$ cat config.mk
export PLATFORM = sky130hd
export DESIGN_NAME = bmc_mst_port
export DESIGN_NICKNAME = d
export VERILOG_FILES = /design/src/logic/bmc_pkg.sv /design/src/logic/addr_phase_hold.sv /design/src/logic/slave_resp_route.sv /design/src/logic/mst_ctrl_fsm.sv /design/src/logic/bmc_mst_port.sv
export SDC_FILE = /design/constraint.sdc
export NUM_CORES = 1
export LEC_CHECK = 0
export BUFFER_PORTS_ARGS = -buffer_cell sky130_fd_sc_hd__buf_2
export CAP_MARGIN = 20
export CORE_MARGIN = 5
export CORE_UTILIZATION = 37
export DETAILED_ROUTE_END_ITERATION = 8
export GPL_TIMING_DRIVEN = 0
export PLACE_DENSITY = 0.75
export SLEW_MARGIN = 20
export SYNTH_ARGS = -nofsm -noshare
export SYNTH_HDL_FRONTEND = slang
export SYNTH_SLANG_ARGS = --single-unit
$ cat constraint.sdc
create_clock -name hclk -period 1.9 [get_ports hclk]
set_clock_uncertainty 0.05 [all_clocks]
set_input_delay 0.38 -clock hclk [delete_from_list [all_inputs] [get_ports hclk]]
set_output_delay 0.38 -clock hclk [all_outputs]
set_load 0.03 [all_outputs]
$ cat src/logic/bmc_pkg.sv
package bmc_pkg;

    // --------------------
    // bus widths
    // --------------------
    localparam int addr_width   = 32;
    localparam int data_width   = 32;

    // slave ports behind this master port
    localparam int num_slv      = 4;
    localparam int slv_id_width = 2;

    // --------------------
    // AHB field types
    // --------------------
    typedef logic [1:0] htrans_t;
    typedef logic [1:0] hresp_t;
    typedef logic [2:0] hburst_t;
    typedef logic [2:0] hsize_t;
    typedef logic [3:0] hprot_t;

    localparam htrans_t htrans_idle   = 2'b00;
    localparam htrans_t htrans_nonseq = 2'b10;

    localparam hresp_t hresp_ok    = 2'b00;
    localparam hresp_t hresp_error = 2'b01;

    // --------------------
    // port state machine
    // --------------------
    typedef enum logic [2:0] {
        st_idle      = 3'd0,
        // waiting for grant
        st_arb       = 3'd1,
        st_trans     = 3'd2,
        // first and last cycle of the two-cycle error response
        st_err_first = 3'd3,
        st_err_last  = 3'd4,
        // resp_mode may still be changing, defer one cycle
        st_mode_wait = 3'd5
    } ctrl_state_t;

endpackage

$ cat src/logic/addr_phase_hold.sv
`timescale 1ns/1ns

module addr_phase_hold import bmc_pkg::*; (
    input  logic                  hclk,
    input  logic                  hresetn,
    input  htrans_t               hm_htrans,
    input  logic [addr_width-1:0] hm_haddr,
    input  hburst_t               hm_hburst,
    input  hprot_t                hm_hprot,
    input  hsize_t                hm_hsize,
    input  logic                  hm_hwrite,
    input  logic                  hm_hready,
    input  logic                  use_live,
    output htrans_t               mst_htrans,
    output logic [addr_width-1:0] mst_haddr,
    output hburst_t               mst_hburst,
    output hprot_t                mst_hprot,
    output hsize_t                mst_hsize,
    output logic                  mst_hwrite
);

    logic                  accept;
    htrans_t               hold_htrans;
    logic [addr_width-1:0] hold_haddr;
    hburst_t               hold_hburst;
    hprot_t                hold_hprot;
    hsize_t                hold_hsize;
    logic                  hold_hwrite;

    assign accept = hm_hready && (hm_htrans == htrans_nonseq);

    // copy of the last accepted address phase
    always_ff @(posedge hclk or negedge hresetn) begin
        if (!hresetn) begin
            hold_htrans <= htrans_idle;
            hold_haddr  <= '0;
            hold_hburst <= '0;
            hold_hprot  <= '0;
            hold_hsize  <= '0;
            hold_hwrite <= 1'b0;
        end else if (accept) begin
            hold_htrans <= hm_htrans;
            hold_haddr  <= hm_haddr;
            hold_hburst <= hm_hburst;
            hold_hprot  <= hm_hprot;
            hold_hsize  <= hm_hsize;
            hold_hwrite <= hm_hwrite;
        end
    end

    // live bus or replayed phase toward the slaves
    assign mst_htrans = use_live ? hm_htrans : hold_htrans;
    assign mst_haddr  = use_live ? hm_haddr  : hold_haddr;
    assign mst_hburst = use_live ? hm_hburst : hold_hburst;
    assign mst_hprot  = use_live ? hm_hprot  : hold_hprot;
    assign mst_hsize  = use_live ? hm_hsize  : hold_hsize;
    assign mst_hwrite = use_live ? hm_hwrite : hold_hwrite;

endmodule

$ cat src/logic/slave_resp_route.sv
`timescale 1ns/1ns

module slave_resp_route import bmc_pkg::*; (
    input  logic                                hclk,
    input  logic                                hresetn,
    input  logic                                dec_en,
    input  logic [num_slv-1:0]                  slv_grant,
    input  logic [num_slv-1:0]                  slv_sel,
    input  logic [num_slv-1:0]                  hs_hready,
    input  logic [num_slv-1:0][data_width-1:0]  hs_hrdata,
    input  hresp_t [num_slv-1:0]                hs_hresp,
    output logic [data_width-1:0]               hm_hrdata,
    output logic                                route_hready,
    output hresp_t                              route_hresp,
    output logic                                route_granted
);

    logic [slv_id_width-1:0] next_slv_id;
    logic [slv_id_width-1:0] slv_id;
    // set when the decoded address had no granted slave
    logic                    unmapped;

    assign route_granted = |slv_grant;

    // --------------------
    // one-hot select to index
    // --------------------
    always_comb begin
        next_slv_id = '0;
        for (int i = 0; i < num_slv; i++) begin
            if (slv_sel[i]) begin
                next_slv_id = next_slv_id | slv_id_width'(i);
            end
        end
    end

    always_ff @(posedge hclk or negedge hresetn) begin
        if (!hresetn) begin
            slv_id   <= '0;
            unmapped <= 1'b1;
        end else if (dec_en) begin
            slv_id   <= next_slv_id;
            unmapped <= ~route_granted;
        end
    end

    // --------------------
    // data phase return path
    // --------------------
    always_comb begin
        if (unmapped) begin
            hm_hrdata    = '0;
            route_hready = 1'b0;
            route_hresp  = hresp_ok;
        end else begin
            hm_hrdata    = hs_hrdata[slv_id];
            route_hready = hs_hready[slv_id];
            route_hresp  = hs_hresp[slv_id];
        end
    end

endmodule

$ cat src/logic/mst_ctrl_fsm.sv
`timescale 1ns/1ns

module mst_ctrl_fsm import bmc_pkg::*; (
    input  logic    hclk,
    input  logic    hresetn,
    input  htrans_t hm_htrans,
    input  logic    route_hready,
    input  hresp_t  route_hresp,
    input  logic    route_granted,
    input  logic    slv_sel_err,
    input  logic    resp_mode,
    input  logic    ctrl_wen,
    output logic    hm_hready,
    output hresp_t  hm_hresp,
    output logic    dec_en,
    output logic    use_live
);

    ctrl_state_t state;
    ctrl_state_t next_state;
    ctrl_state_t err_entry;
    logic        accept;

    assign accept = hm_hready && (hm_htrans == htrans_nonseq);
    assign dec_en = accept || (state == st_arb);

    // first error state, picked by the current response mode
    assign err_entry = resp_mode ? st_err_first : st_err_last;

    // --------------------
    // state register
    // --------------------
    always_ff @(posedge hclk or negedge hresetn) begin
        if (!hresetn) begin
            state <= st_idle;
        end else begin
            state <= next_state;
        end
    end

    always_comb begin
        next_state = state;
        case (state)
            st_idle: begin
                if (route_granted) begin
                    next_state = st_trans;
                end else if (slv_sel_err) begin
                    // control register written this cycle, wait for resp_mode to settle
                    next_state = ctrl_wen ? st_mode_wait : err_entry;
                end else if (hm_htrans == htrans_nonseq) begin
                    next_state = st_arb;
                end
            end
            st_arb: begin
                if (route_granted) begin
                    next_state = st_trans;
                end
            end
            st_trans: begin
                // nothing moves until the routed slave is ready
                if (route_hready) begin
                    if (route_granted) begin
                        next_state = st_trans;
                    end else if (slv_sel_err) begin
                        next_state = ctrl_wen ? st_mode_wait : err_entry;
                    end else if (hm_htrans == htrans_nonseq) begin
                        next_state = st_arb;
                    end else if (hm_htrans == htrans_idle) begin
                        next_state = st_idle;
                    end
                end
            end
            st_err_first: begin
                next_state = st_err_last;
            end
            st_err_last: begin
                if (hm_htrans == htrans_idle) begin
                    next_state = st_idle;
                end else if (route_granted) begin
                    next_state = st_trans;
                end else if (slv_sel_err) begin
                    next_state = err_entry;
                end else if (hm_htrans == htrans_nonseq) begin
                    next_state = st_arb;
                end else begin
                    next_state = st_idle;
                end
            end
            st_mode_wait: begin
                next_state = err_entry;
            end
            default: begin
                next_state = st_idle;
            end
        endcase
    end

    // --------------------
    // master response
    // --------------------
    always_comb begin
        case (state)
            st_idle: begin
                hm_hready = 1'b1;
                hm_hresp  = hresp_ok;
            end
            st_trans: begin
                hm_hready = route_hready;
                hm_hresp  = route_hresp;
            end
            st_err_first: begin
                hm_hready = 1'b0;
                hm_hresp  = hresp_error;
            end
            st_err_last: begin
                hm_hready = 1'b1;
                hm_hresp  = resp_mode ? hresp_error : hresp_ok;
            end
            // st_arb, st_mode_wait and anything unexpected stall with OKAY
            default: begin
                hm_hready = 1'b0;
                hm_hresp  = hresp_ok;
            end
        endcase
    end

    // live master fields only where the address phase is not being held
    assign use_live = (state == st_idle) || (state == st_trans) || (state == st_err_last);

endmodule

$ cat src/logic/bmc_mst_port.sv
`timescale 1ns/1ns

module bmc_mst_port import bmc_pkg::*; (
    input  logic                                hclk,
    input  logic                                hresetn,
    // master side
    input  htrans_t                             hm_htrans,
    input  logic [addr_width-1:0]               hm_haddr,
    input  hburst_t                             hm_hburst,
    input  hprot_t                              hm_hprot,
    input  hsize_t                              hm_hsize,
    input  logic                                hm_hwrite,
    output logic [data_width-1:0]               hm_hrdata,
    output logic                                hm_hready,
    output hresp_t                              hm_hresp,
    // control register
    input  logic                                ctrl_wen,
    input  logic                                resp_mode,
    // decoder and arbiter
    input  logic                                slv_sel_err,
    input  logic [num_slv-1:0]                  slv_grant,
    input  logic [num_slv-1:0]                  slv_sel,
    output logic                                dec_en,
    // slave-side address bus
    output logic [addr_width-1:0]               mst_haddr,
    output hburst_t                             mst_hburst,
    output hprot_t                              mst_hprot,
    output hsize_t                              mst_hsize,
    output logic                                mst_hwrite,
    output htrans_t                             mst_htrans,
    // slave responses
    input  logic [num_slv-1:0]                  hs_hready,
    input  logic [num_slv-1:0][data_width-1:0]  hs_hrdata,
    input  hresp_t [num_slv-1:0]                hs_hresp
);

    logic   use_live;
    logic   route_hready;
    hresp_t route_hresp;
    logic   route_granted;

    addr_phase_hold hold_i (
        .hclk       (hclk),
        .hresetn    (hresetn),
        .hm_htrans  (hm_htrans),
        .hm_haddr   (hm_haddr),
        .hm_hburst  (hm_hburst),
        .hm_hprot   (hm_hprot),
        .hm_hsize   (hm_hsize),
        .hm_hwrite  (hm_hwrite),
        .hm_hready  (hm_hready),
        .use_live   (use_live),
        .mst_htrans (mst_htrans),
        .mst_haddr  (mst_haddr),
        .mst_hburst (mst_hburst),
        .mst_hprot  (mst_hprot),
        .mst_hsize  (mst_hsize),
        .mst_hwrite (mst_hwrite)
    );

    slave_resp_route route_i (
        .hclk          (hclk),
        .hresetn       (hresetn),
        .dec_en        (dec_en),
        .slv_grant     (slv_grant),
        .slv_sel       (slv_sel),
        .hs_hready     (hs_hready),
        .hs_hrdata     (hs_hrdata),
        .hs_hresp      (hs_hresp),
        .hm_hrdata     (hm_hrdata),
        .route_hready  (route_hready),
        .route_hresp   (route_hresp),
        .route_granted (route_granted)
    );

    mst_ctrl_fsm fsm_i (
        .hclk          (hclk),
        .hresetn       (hresetn),
        .hm_htrans     (hm_htrans),
        .route_hready  (route_hready),
        .route_hresp   (route_hresp),
        .route_granted (route_granted),
        .slv_sel_err   (slv_sel_err),
        .resp_mode     (resp_mode),
        .ctrl_wen      (ctrl_wen),
        .hm_hready     (hm_hready),
        .hm_hresp      (hm_hresp),
        .dec_en        (dec_en),
        .use_live      (use_live)
    );

endmodule

==> impl_metrics.csv, run 1 <==
group,metric,value,unit
outcome,outcome,"finished with violations",
outcome,violations,"negative setup slack",
layout,layout_commonest_cell,"buf_2",
timing,min_period,2.25,ns
power,p_per_area,1360,mW/mm^2
yosys,ys_warn_count,0,
global_routing,grt-ovfl-total,0,
timing,timing.fmax,444,MHz
timing,rsz0062_at_grt,"true",
critical_path,rrSetupSlack,-0.28,ns
cts,cts_root_buffer,"clkbuf_8",
critical_path,crit_family,"multiplexers",
yosys,yosysSeqAreaShare,0.337,
cts,clockBufferDepth,2,
routing,avgViaCountPerCell,5.30,
critical_path,worstPathCellList,"buf_8 > buf_12 > mux4_2 > and2_1 > buf_2",
cts,cts-htree-levels,2,
timing,slew_viol_final,0,
floorplan,die-area,0.0124,sq mm
critical_path,crit_path_start_kind,"flip-flop",
routing,wl_per_cell,22.4,um
floorplan,num_rows,37,
yosys,ys_ff_latch,51,
critical_path,crit_type,"flip-flop to output pin",
routing,num_vias,4023,
yosys,synth_edf_count,0,
layout,layout_common_cells,"buf_2 (196), mux2_4 (86), buf_6 (85)",
timing,slew_headroom,0.565,
timing,min_period_over_period,1.19,
placement,place_hpwl,11600,um
floorplan,die-width,111,um
timing,hold_viol,0,
power,ir_worst_vdd,0.846,mV
cts,clk_pin_slew_worst_paths,0.10,ns
critical_path,r2r_cells,10,
layout,drive_gt1_frac,0.830,
min_path,hold_path_class,"input pin to async pin",
critical_path,arrival,1.82,ns
layout,nFillCells,691,
run,drv_cap,0,
yosys,synthFlopType,"dfrtp_1",
timing,worst_pin_slew,0.652,ns
placement,portBuffers,277,
cts,cts_hold_buf,0,
yosys,synth_cell_type_count,40,
routing,firstDrtPassIters,4,
cts,cts.sinks,51,
critical_path,r2r-start,"route_i.slv_id[1]",
placement,dp.cells,708,
routing,ant_nets,0,
critical_path,crit_buf_inv,3,
layout,layoutNonFillerInstCount,759,
yosys,syn_inst,295,
critical_path,cp_slowest_cell,"mux4_2",
cts,cts_buffers,5,
cts,tritoncts,"built",
global_routing,grtUsageTotal,0.256,
placement,gp_congestion,0.972,
critical_path,crit_required,1.47,ns
yosys,synthArstFlopShare,1.00,
routing,drtIter0Drc,238,
global_routing,antenna_found_initial,6,
routing,route.detailed.drc,0,
global_routing,grt_max_degree,52,
timing,setup_viol,125,
floorplan,initial_core_util,0.374,
timing,setup_slack,-0.354,ns
yosys,syn_area_per_cell,12.8,sq um
critical_path,critical_path.max_fanout,10,
critical_path,r2r-end,"hold_i.hold_haddr[22]",
layout,area_delta_synth_final,85.9,%
global_routing,grt_pass1_vias,4608,
timing,tns,-35.57,ns
floorplan,die_height,111,um
yosys,synth_nets,493,
routing,drt_wl_total,17000,um
power,leakage,3.72,nW
cts,clock_latency,0.31,ns
floorplan,io_pins,279,
critical_path,slowest_delay,0.50,ns
critical_path,end_kind,"output pin",
global_routing,grt_pass1_wl,25200,um
floorplan,fp.coreArea,0.0101,sq mm
yosys,synth_area,0.00379,sq mm
layout,fin_nets,814,
-- synth_stat cells (2+ instances only) --
library cell | instances | area share
a21oi_1 | 8 | 0.011
buf_2 | 7 | 0.0092
o31ai_1 | 2 | 0.0040
nand2b_1 | 5 | 0.0083
mux2i_1 | 4 | 0.011
buf_6 | 4 | 0.012
nand2_1 | 4 | 0.0040
mux2_1 | 8 | 0.024
and2_1 | 33 | 0.054
a31oi_1 | 2 | 0.0033
mux2_2 | 81 | 0.24
clkbuf_1 | 8 | 0.0079
inv_1 | 6 | 0.0059
nor2_1 | 7 | 0.0069
buf_4 | 2 | 0.0040
nand3_1 | 2 | 0.0026
mux4_2 | 34 | 0.20
o21ai_0 | 5 | 0.0066
nor3b_1 | 2 | 0.0040
or2_2 | 2 | 0.0033
dfrtp_1 | 50 | 0.33
-- area by class of cell --
cell class                 count  area [sq um]  area share
antenna                        6          15.0     0.00213
tap                          136           170      0.0241
buffer                        22           284      0.0403
clock inverter                 3          18.8     0.00266
clock buffer                   5          68.8     0.00977
multi-input combinational    215          2820       0.401
timing repair buffer         314          2360       0.335
sequential                    51          1280       0.181
inverter                       7          27.5     0.00391
-- cell families after synthesis --
kind of cell | Yosys count | share of synthesized area
buffers and inverters | 29 | 0.0409
AND/OR/NAND/NOR | 62 | 0.0964
AO/OA/AOI/OAI | 26 | 0.0485
flip-flops | 51 | 0.337
multiplexers | 127 | 0.477
-- layer usage --
layer	vias to the layer above	part of all wire	GRT usage
li1	1763	-	-
met1	1993	0.36	0.273
met2	231	0.52	0.464
met3	36	0.084	0.0830
met4	0	0.033	0.101
met5	-	0	0
-- per-stage QoR --
stage / worst slack, ns / total power [mW] / hold WS, ns / util / instance area (sq um)
finish: -0.354 / 9.62 / 0.0295 / 0.695 / 7050
global route: -0.416 / 10.0 / 0.0882 / 0.695 / 7050
CTS: -0.381 / 9.31 / 0.0626 / 0.679 / 6880
detailed placement: -0.373 / 6.53 / 0.398 / 0.530 / 5380
global placement: -0.363 / 6.42 / 0.399 / 0.530 / 5380
floorplan: -0.107 / 5.27 / 0.0344 / - / 3820
-- worst max path at each step --
| stage | from | end | slack (ns) | cells after the start |
|---|---|---|---|---|
| 4_1_cts | route_i.slv_id[0] | hm_hrdata[30] | -0.38 | 5 |
| 6_report | route_i.slv_id[0] | hm_hrdata[21] | -0.35 | 5 |
| 3_3_place_gp | route_i.slv_id[1] | hold_i.hold_haddr[7] | -0.36 | 7 |
| 3_5_place_dp | fsm_i.state[0] | mst_haddr[16] | -0.37 | 5 |
| 5_1_grt | fsm_i.state[1] | mst_hwrite | -0.42 | 6 |
| 2_1_floorplan | route_i.slv_id[0] | hm_hready | -0.11 | 6 |
-- repair_timing --
item | CTS | global route
setup buffers | 21 | 8
gates cloned | 7 | 2
endpoints found under the setup margin | 126 | 127
pin swaps | 6 | 5
endpoints found under the hold margin | 0 | 0
resized for setup | 329 | 18
-- where the power goes --
part           internal (mW)  switching [mW]  leakage, nW
clock network          0.261           0.392       0.0483
logic                   3.94            3.07         3.07
registers               1.61           0.338        0.602
total                   5.81            3.80         3.72
-- flip-flops by register name, indices dropped and copies added, names as in the netlist --
name	flops
route_i.slv_id	2
hold_i.hold_hprot	4
hold_i.hold_hburst	3
hold_i.hold_htrans	2
hold_i.hold_hsize	3
fsm_i.state	3
hold_i.hold_hwrite	1
hold_i.hold_haddr	32
route_i.unmapped	1
(Power assumes the default switching activity.)
==> inputs of run 2 (changes only) <==
ABC_AREA = 1   (was unset)
CORE_UTILIZATION = 39   (was 37)
PLACE_DENSITY = 0.77   (was 0.75)
RECOVER_POWER = 50   (was unset)
==> run 2 against run 1 <==
Compared with the run above: the flow still finishes with violations (negative setup slack); die area up 2.9%; clock power hardly changed; core utilization increased by 0.96 points; cell count is 46% higher; fmax is 6.2% higher; non-clock buffer count is 17 higher; largest cell class unchanged; largest power group unchanged.
==> impl_metrics.csv, run 2 <==
group,metric,value,unit
outcome,outcome,"finished with violations",
outcome,violations,"negative setup slack",
routing,num_vias,5629,
global_routing,antenna_found_initial,3,
yosys,synth.area.mux_share,0,
critical_path,crit_path_start_kind,"flip-flop",
timing,setup_viol,81,
cts,cts-htree-levels,2,
routing,route.detailed.drc,0,
timing,rsz0062_at_grt,"true",
global_routing,grt_max_degree,52,
yosys,synth_top_area_frac,0.304,
yosys,synthArstFlopShare,1.00,
min_path,holdPathEnd,"hold_i.hold_haddr[0]",
yosys,synth.most_common_cell,"nor2_1",
critical_path,crit_type,"flip-flop to output pin",
timing,slew_headroom,0.148,
timing,min_period,2.12,ns
routing,ant_nets,0,
critical_path,rrSetupSlack,0.16,ns
placement,place_hpwl,13200,um
layout,drive_gt1_frac,0.548,
yosys,synth_xor_area_frac,0,
global_routing,grt-ovfl-total,0,
power,p_per_area,1900,mW/mm^2
critical_path,end_kind,"output pin",
cts,clk_pin_slew_worst_paths,0.10,ns
critical_path,r2r-end,"route_i.slv_id[1]",
yosys,syn_inst,648,
floorplan,initial_core_util,0.399,
yosys,synth_simple_gate_area_frac,0.295,
run,drv_cap,0,
routing,avgViaCountPerCell,5.09,
min_path,hold_path_startpoint,"hm_haddr[0]",
cts,cts.sinks,51,
cts,cts_buffers,5,
routing,firstDrtPassIters,5,
timing,setup_slack,-0.223,ns
routing,drt_wl_total,18200,um
min_path,worstHoldPathCells,3,
critical_path,crit_required,1.47,ns
floorplan,fp.coreArea,0.0103,sq mm
layout,layout_common_cells,"buf_2 (196), nor2_1 (121), nand2_1 (116)",
timing,worst_pin_slew,1.28,ns
timing,hold_viol,0,
timing,hold_slack,0.274,ns
cts,tritoncts,"built",
critical_path,critical_path.max_fanout,10,
yosys,synthTopCellsByCount,"nor2_1 (142), nand2_1 (129), o21ai_0 (113)",
floorplan,io_pins,279,
power,leakage,3.70,nW
floorplan,num_rows,37,
yosys,synth_top_family_by_area,"simple AND/OR/NAND/NOR gates",
layout,area_delta_synth_final,76.5,%
yosys,synth_edf_count,0,
min_path,hold_path_class,"input pin to flip-flop",
routing,wl_per_cell,16.5,um
yosys,ys_warn_count,0,
yosys,syn_area_per_cell,6.36,sq um
floorplan,die-width,113,um
layout,layoutNonFillerInstCount,1105,
layout,layout_commonest_cell,"buf_2",
layout,finalCoreUtilization,0.705,
floorplan,die_height,113,um
layout,largest_register_ffs,32,
yosys,synth_area,0.00412,sq mm
yosys,synthAdderAreaFrac,0,
timing,timing.fmax,471,MHz
yosys,synth_nets,846,
layout,fin_nets,1163,
placement,portBuffers,277,
yosys,synth_compound_area_frac,0.277,
yosys,synth_area_leaders,"dfrtp_1 (30%), o21ai_0 (14%), nor2_1 (13%)",
routing,drtIter0Drc,535,
global_routing,grtUsageTotal,0.258,
placement,dp.cells,1061,
global_routing,grt_pass1_wl,26800,um
yosys,synth_area_leader_cell,"dfrtp_1",
cts,cts_hold_buf,0,
placement,gp_congestion,0.939,
power,ir_worst_vdd,1.11,mV
critical_path,arrival,1.69,ns
yosys,synth_cell_type_count,25,
timing,min_period_over_period,1.12,
critical_path,r2r-start,"fsm_i.state[0]",
timing,slew_viol_final,0,
critical_path,r2r_cells,10,
floorplan,die-area,0.0127,sq mm
layout,top_regs,"hold_i.hold_haddr x32, hold_i.hold_hprot x4",
yosys,ys_ff_latch,51,
cts,clockBufferDepth,2,
yosys,yosysSeqAreaShare,0.310,
cts,clock_latency,0.30,ns
critical_path,cp-startpoint,"fsm_i.state[0]",
global_routing,grt_pass1_vias,5250,
cts,cts_root_buffer,"clkbuf_8",
layout,largest-register,"hold_i.hold_haddr",
yosys,synthFlopType,"dfrtp_1",
[run 2: changes by cell type in the layout (fill, tap and decap cells not counted), sizes merged, moves of 5 or more]
cell	previous run	this run
o21ai	6	156
nor2	7	146
nand2	4	131
mux2	89	0
inv	7	60
and2	34	0
mux4	34	0
a21oi	9	37
buf	326	342
nand3	2	18
nand2b	5	0
[run 2: worst max path at each step]
stage	endpoint	slack [ns]	cells past startpoint
after floorplan	mst_haddr[31]	-0.12	6
after global placement	hm_hrdata[2]	-0.26	7
after detailed placement	hm_hrdata[2]	-0.25	7
after CTS	mst_htrans[0]	-0.21	8
after global routing	mst_haddr[29]	-0.29	8
final	mst_haddr[29]	-0.22	8
[run 2: cell families (layout without fill, tap and decap cells)]
| group | Yosys count | count (layout) |
|---|---|---|
| compound gates | 195 | 195 |
| simple gates | 299 | 300 |
| other cells | 0 | 3 |
| buf+inv | 103 | 420 |
| flops | 51 | 51 |
[run 2: power by group]
part	internal [mW]	total, mW	switching (mW)	leakage (nW)
sequential	1.55	1.86	0.311	0.628
combinational	4.86	11.3	6.48	3.03
clock	0.267	0.650	0.383	0.0461
[run 2: critical path: stages, from the launching register on]
cell	delay, ns
dfrtp_2	0.46
inv_2	0.10
nand3_4	0.10
inv_4	0.11
nor2_4	0.04
buf_12	0.15
buf_12	0.15
o21ai_4	0.14
buf_6	0.15
[run 2: repair_timing]
action | 4_1_cts | 5_1_grt
gates cloned | 5 | 7
resized for setup | 264 | 164
setup endpoints to repair | 81 | 81
setup buffers | 11 | 12
pin swaps | 13 | 42
[run 2: per-layer routing]
metal  up-vias  wire (um)  global-route usage
li1       2721          -                   -
met4         0        279              0.0681
met2       273       9450               0.457
met1      2605       7120               0.323
met3        30       1320              0.0465
met5         -          0                   0
[run 2: area by class of cell]
type                            count  area (sq um)
Inverter                           59           231
Clock inverter                      3          23.8
Clock buffer                        5          68.8
Tap cell                          136           170
Buffer                             43           517
Sequential cell                    51          1280
Timing Repair Buffer              310          2150
Multi-Input combinational cell    495          2830
Antenna cell                        3          7.51
Fill cell                         836          3050
[run 2: through the flow]
stage | setup WS [ns] | area (sq um) | TNS [ns] | total power [mW]
after CTS | -0.210 | 6620 | -11.68 | 12.3
after global routing | -0.287 | 7270 | -18.81 | 14.6
after detailed placement | -0.249 | 5760 | -7.06 | 9.68
final | -0.223 | 7270 | -13.04 | 13.9
after floorplan | -0.121 | 4200 | -3.47 | 7.50
after global placement | -0.260 | 5750 | -7.14 | 9.64
==> inputs of run 3 (changes only) <==
MAX_ROUTING_LAYER = met4   (was unset)
==> run 3 against run 2 <==
Compared with the run above: sequential share of layout area increased by 0.69 points; hold slack worse by 0.024 ns; die area unchanged; the run still ends with negative setup slack left; total power fell by 4.5%; critical path depth is the same; via count hardly changed; setup slack worse by 0.032 ns; largest cell class unchanged; fmax down 1.5%.
==> impl_metrics.csv, run 3 (synthesis results as in run 2) <==
group,metric,value,unit
placement,portBuffers,277,
placement,placedInstanceArea,0.00576,sq mm
cts,cts-htree-levels,2,
power,total_power,13.2,mW
floorplan,num_rows,37,
critical_path,cpMostUsedCell,"buf_12",
global_routing,grt_pass1_wl,27300,um
critical_path,critical_path.max_fanout,10,
layout,fin_nets,1152,
critical_path,r2r-end,"hold_i.hold_haddr[14]",
critical_path,cp_slowest_cell,"dfrtp_2",
critical_path,end_kind,"output pin",
cts,cts_root_buffer,"clkbuf_8",
power,p_per_area,1890,mW/mm^2
timing,hold_slack,0.250,ns
critical_path,r2r_cells,11,
timing,rsz0062_at_grt,"true",
layout,largest_register_ffs,32,
layout,top_regs,"hold_i.hold_haddr x32, hold_i.hold_hprot x4",
floorplan,initial_core_util,0.399,
cts,tritoncts,"built",
timing,min_period,2.16,ns
cts,cts.sinks,51,
timing,slew_headroom,0.134,
timing,min_period_over_period,1.13,
outcome,outcome,"finished with violations",
floorplan,io_pins,279,
run,drv_cap,0,
routing,avgViaCountPerCell,5.15,
floorplan,die-area,0.0127,sq mm
routing,firstDrtPassIters,6,
routing,wl_per_cell,16.9,um
timing,hold_viol,0,
global_routing,grt_max_degree,52,
timing,timing.fmax,464,MHz
floorplan,fp.coreArea,0.0103,sq mm
min_path,holdPathEnd,"hold_i.hold_hprot[1]",
global_routing,antenna_found_initial,3,
floorplan,die_height,113,um
cts,clock_latency,0.32,ns
cts,cts_buffers,5,
critical_path,r2r-start,"route_i.slv_id[0]",
placement,place_hpwl,13400,um
critical_path,crit_path_start_kind,"flip-flop",
critical_path,crit_type,"flip-flop to output pin",
placement,gp_congestion,0.979,
routing,drtIter0Drc,428,
critical_path,rrSetupSlack,0.15,ns
outcome,violations,"negative setup slack",
cts,clk_pin_slew_worst_paths,0.11,ns
layout,layout_commonest_cell,"buf_2",
cts,clockBufferDepth,2,
layout,layout_common_cells,"buf_2 (198), nor2_1 (139), nand2_1 (110)",
floorplan,die-width,113,um
global_routing,grtUsageTotal,0.271,
global_routing,grt_pass1_vias,5437,
critical_path,crit_required,1.47,ns
critical_path,path_depth,8,
power,leakage,3.64,nW
layout,drive_gt1_frac,0.513,
routing,route.detailed.drc,0,
power,ir_worst_vdd,1.16,mV
critical_path,crit_buf_inv,5,
timing,worst_pin_slew,1.30,ns
layout,area_delta_synth_final,69.9,%
timing,slew_viol_final,0,
global_routing,grt-ovfl-total,0,
min_path,hold_path_startpoint,"hm_hprot[1]",
routing,num_vias,5631,
layout,fin_area,0.00700,sq mm
min_path,worstHoldPathCells,3,
timing,setup_slack,-0.256,ns
critical_path,worstPathCellList,"inv_2 > nand3_4 > inv_4 > nor2_4 > buf_12 > buf_12 > o21ai_2 > buf_6",
routing,drt_wl_total,18500,um
critical_path,crit_family,"buffers and inverters",
min_path,hold_path_class,"input pin to flip-flop",
routing,ant_nets,0,
layout,largest-register,"hold_i.hold_haddr",
timing,setup_viol,81,
critical_path,slowest_delay,0.43,ns
critical_path,arrival,1.73,ns
run 3: cell types whose count changed in the layout (fill, tap and decap cells not counted), sizes merged:
| cell | before | now |
|---|---|---|
| buf | 342 | 329 |
| clkbuf | 16 | 18 |
run 3: worst min-delay path: cells and delay by family:
kind	cells	cell delay, ns
buffers and inverters	2	0.16
AOI/OAI and AO/OA	1	0.06
run 3: final cells by class:
cell class                 count  area, sq um
fill                         895         3320
multi-input combinational    495         2740
timing repair buffer         300         2000
sequential                    51         1280
buffer                        42          473
inverter                      59          231
tap                          136          170
clock buffer                   5         68.8
clock inverter                 3         27.5
antenna                        3         7.51
run 3: worst max-delay path by stage:
| stage | startpoint | end | slack (ns) |
|---|---|---|---|
| 6_report | fsm_i.state[2] | mst_haddr[22] | -0.26 |
| 2_1_floorplan | fsm_i.state[0] | mst_haddr[31] | -0.12 |
| 3_3_place_gp | route_i.slv_id[0] | hm_hrdata[2] | -0.28 |
| 4_1_cts | fsm_i.state[0] | mst_hburst[2] | -0.22 |
| 5_1_grt | fsm_i.state[0] | mst_haddr[22] | -0.31 |
| 3_5_place_dp | route_i.slv_id[0] | hm_hrdata[2] | -0.29 |
run 3: layer usage:
metal | part of all wire | routed length (um) | global-route usage
met1 | 0.37 | 6920 | 0.310
met2 | 0.51 | 9430 | 0.465
met3 | 0.080 | 1480 | 0.0540
met4 | 0.033 | 618 | 0.107
met5 | 0 | 0 | -
run 3: power breakdown:
group	internal [mW]	switching, mW	total (mW)
combinational	4.41	6.25	10.7
sequential	1.55	0.335	1.89
clock	0.271	0.417	0.688
run 3: stage by stage:
| stage | util | worst slack, ns | std cells | setup TNS, ns |
|---|---|---|---|---|
| 4_1_cts | 0.648 | -0.220 | 1089 | -13.47 |
| 2_1_floorplan | - | -0.121 | 648 | -3.47 |
| 3_5_place_dp | 0.558 | -0.288 | 1061 | -6.73 |
| 5_1_grt | 0.678 | -0.308 | 1094 | -19.40 |
| 6_report | 0.678 | -0.256 | 1094 | -13.54 |
| 3_3_place_gp | 0.557 | -0.276 | 1061 | -7.04 |
run 3: timing repair:
item | 4_1_cts | 5_1_grt
gates cloned | 6 | 2
buffers inserted | 15 | 1
gates resized for setup | 274 | 91
pin swaps | 12 | 10
setup endpoints to repair | 81 | 81
hold buffers | 0 | 0
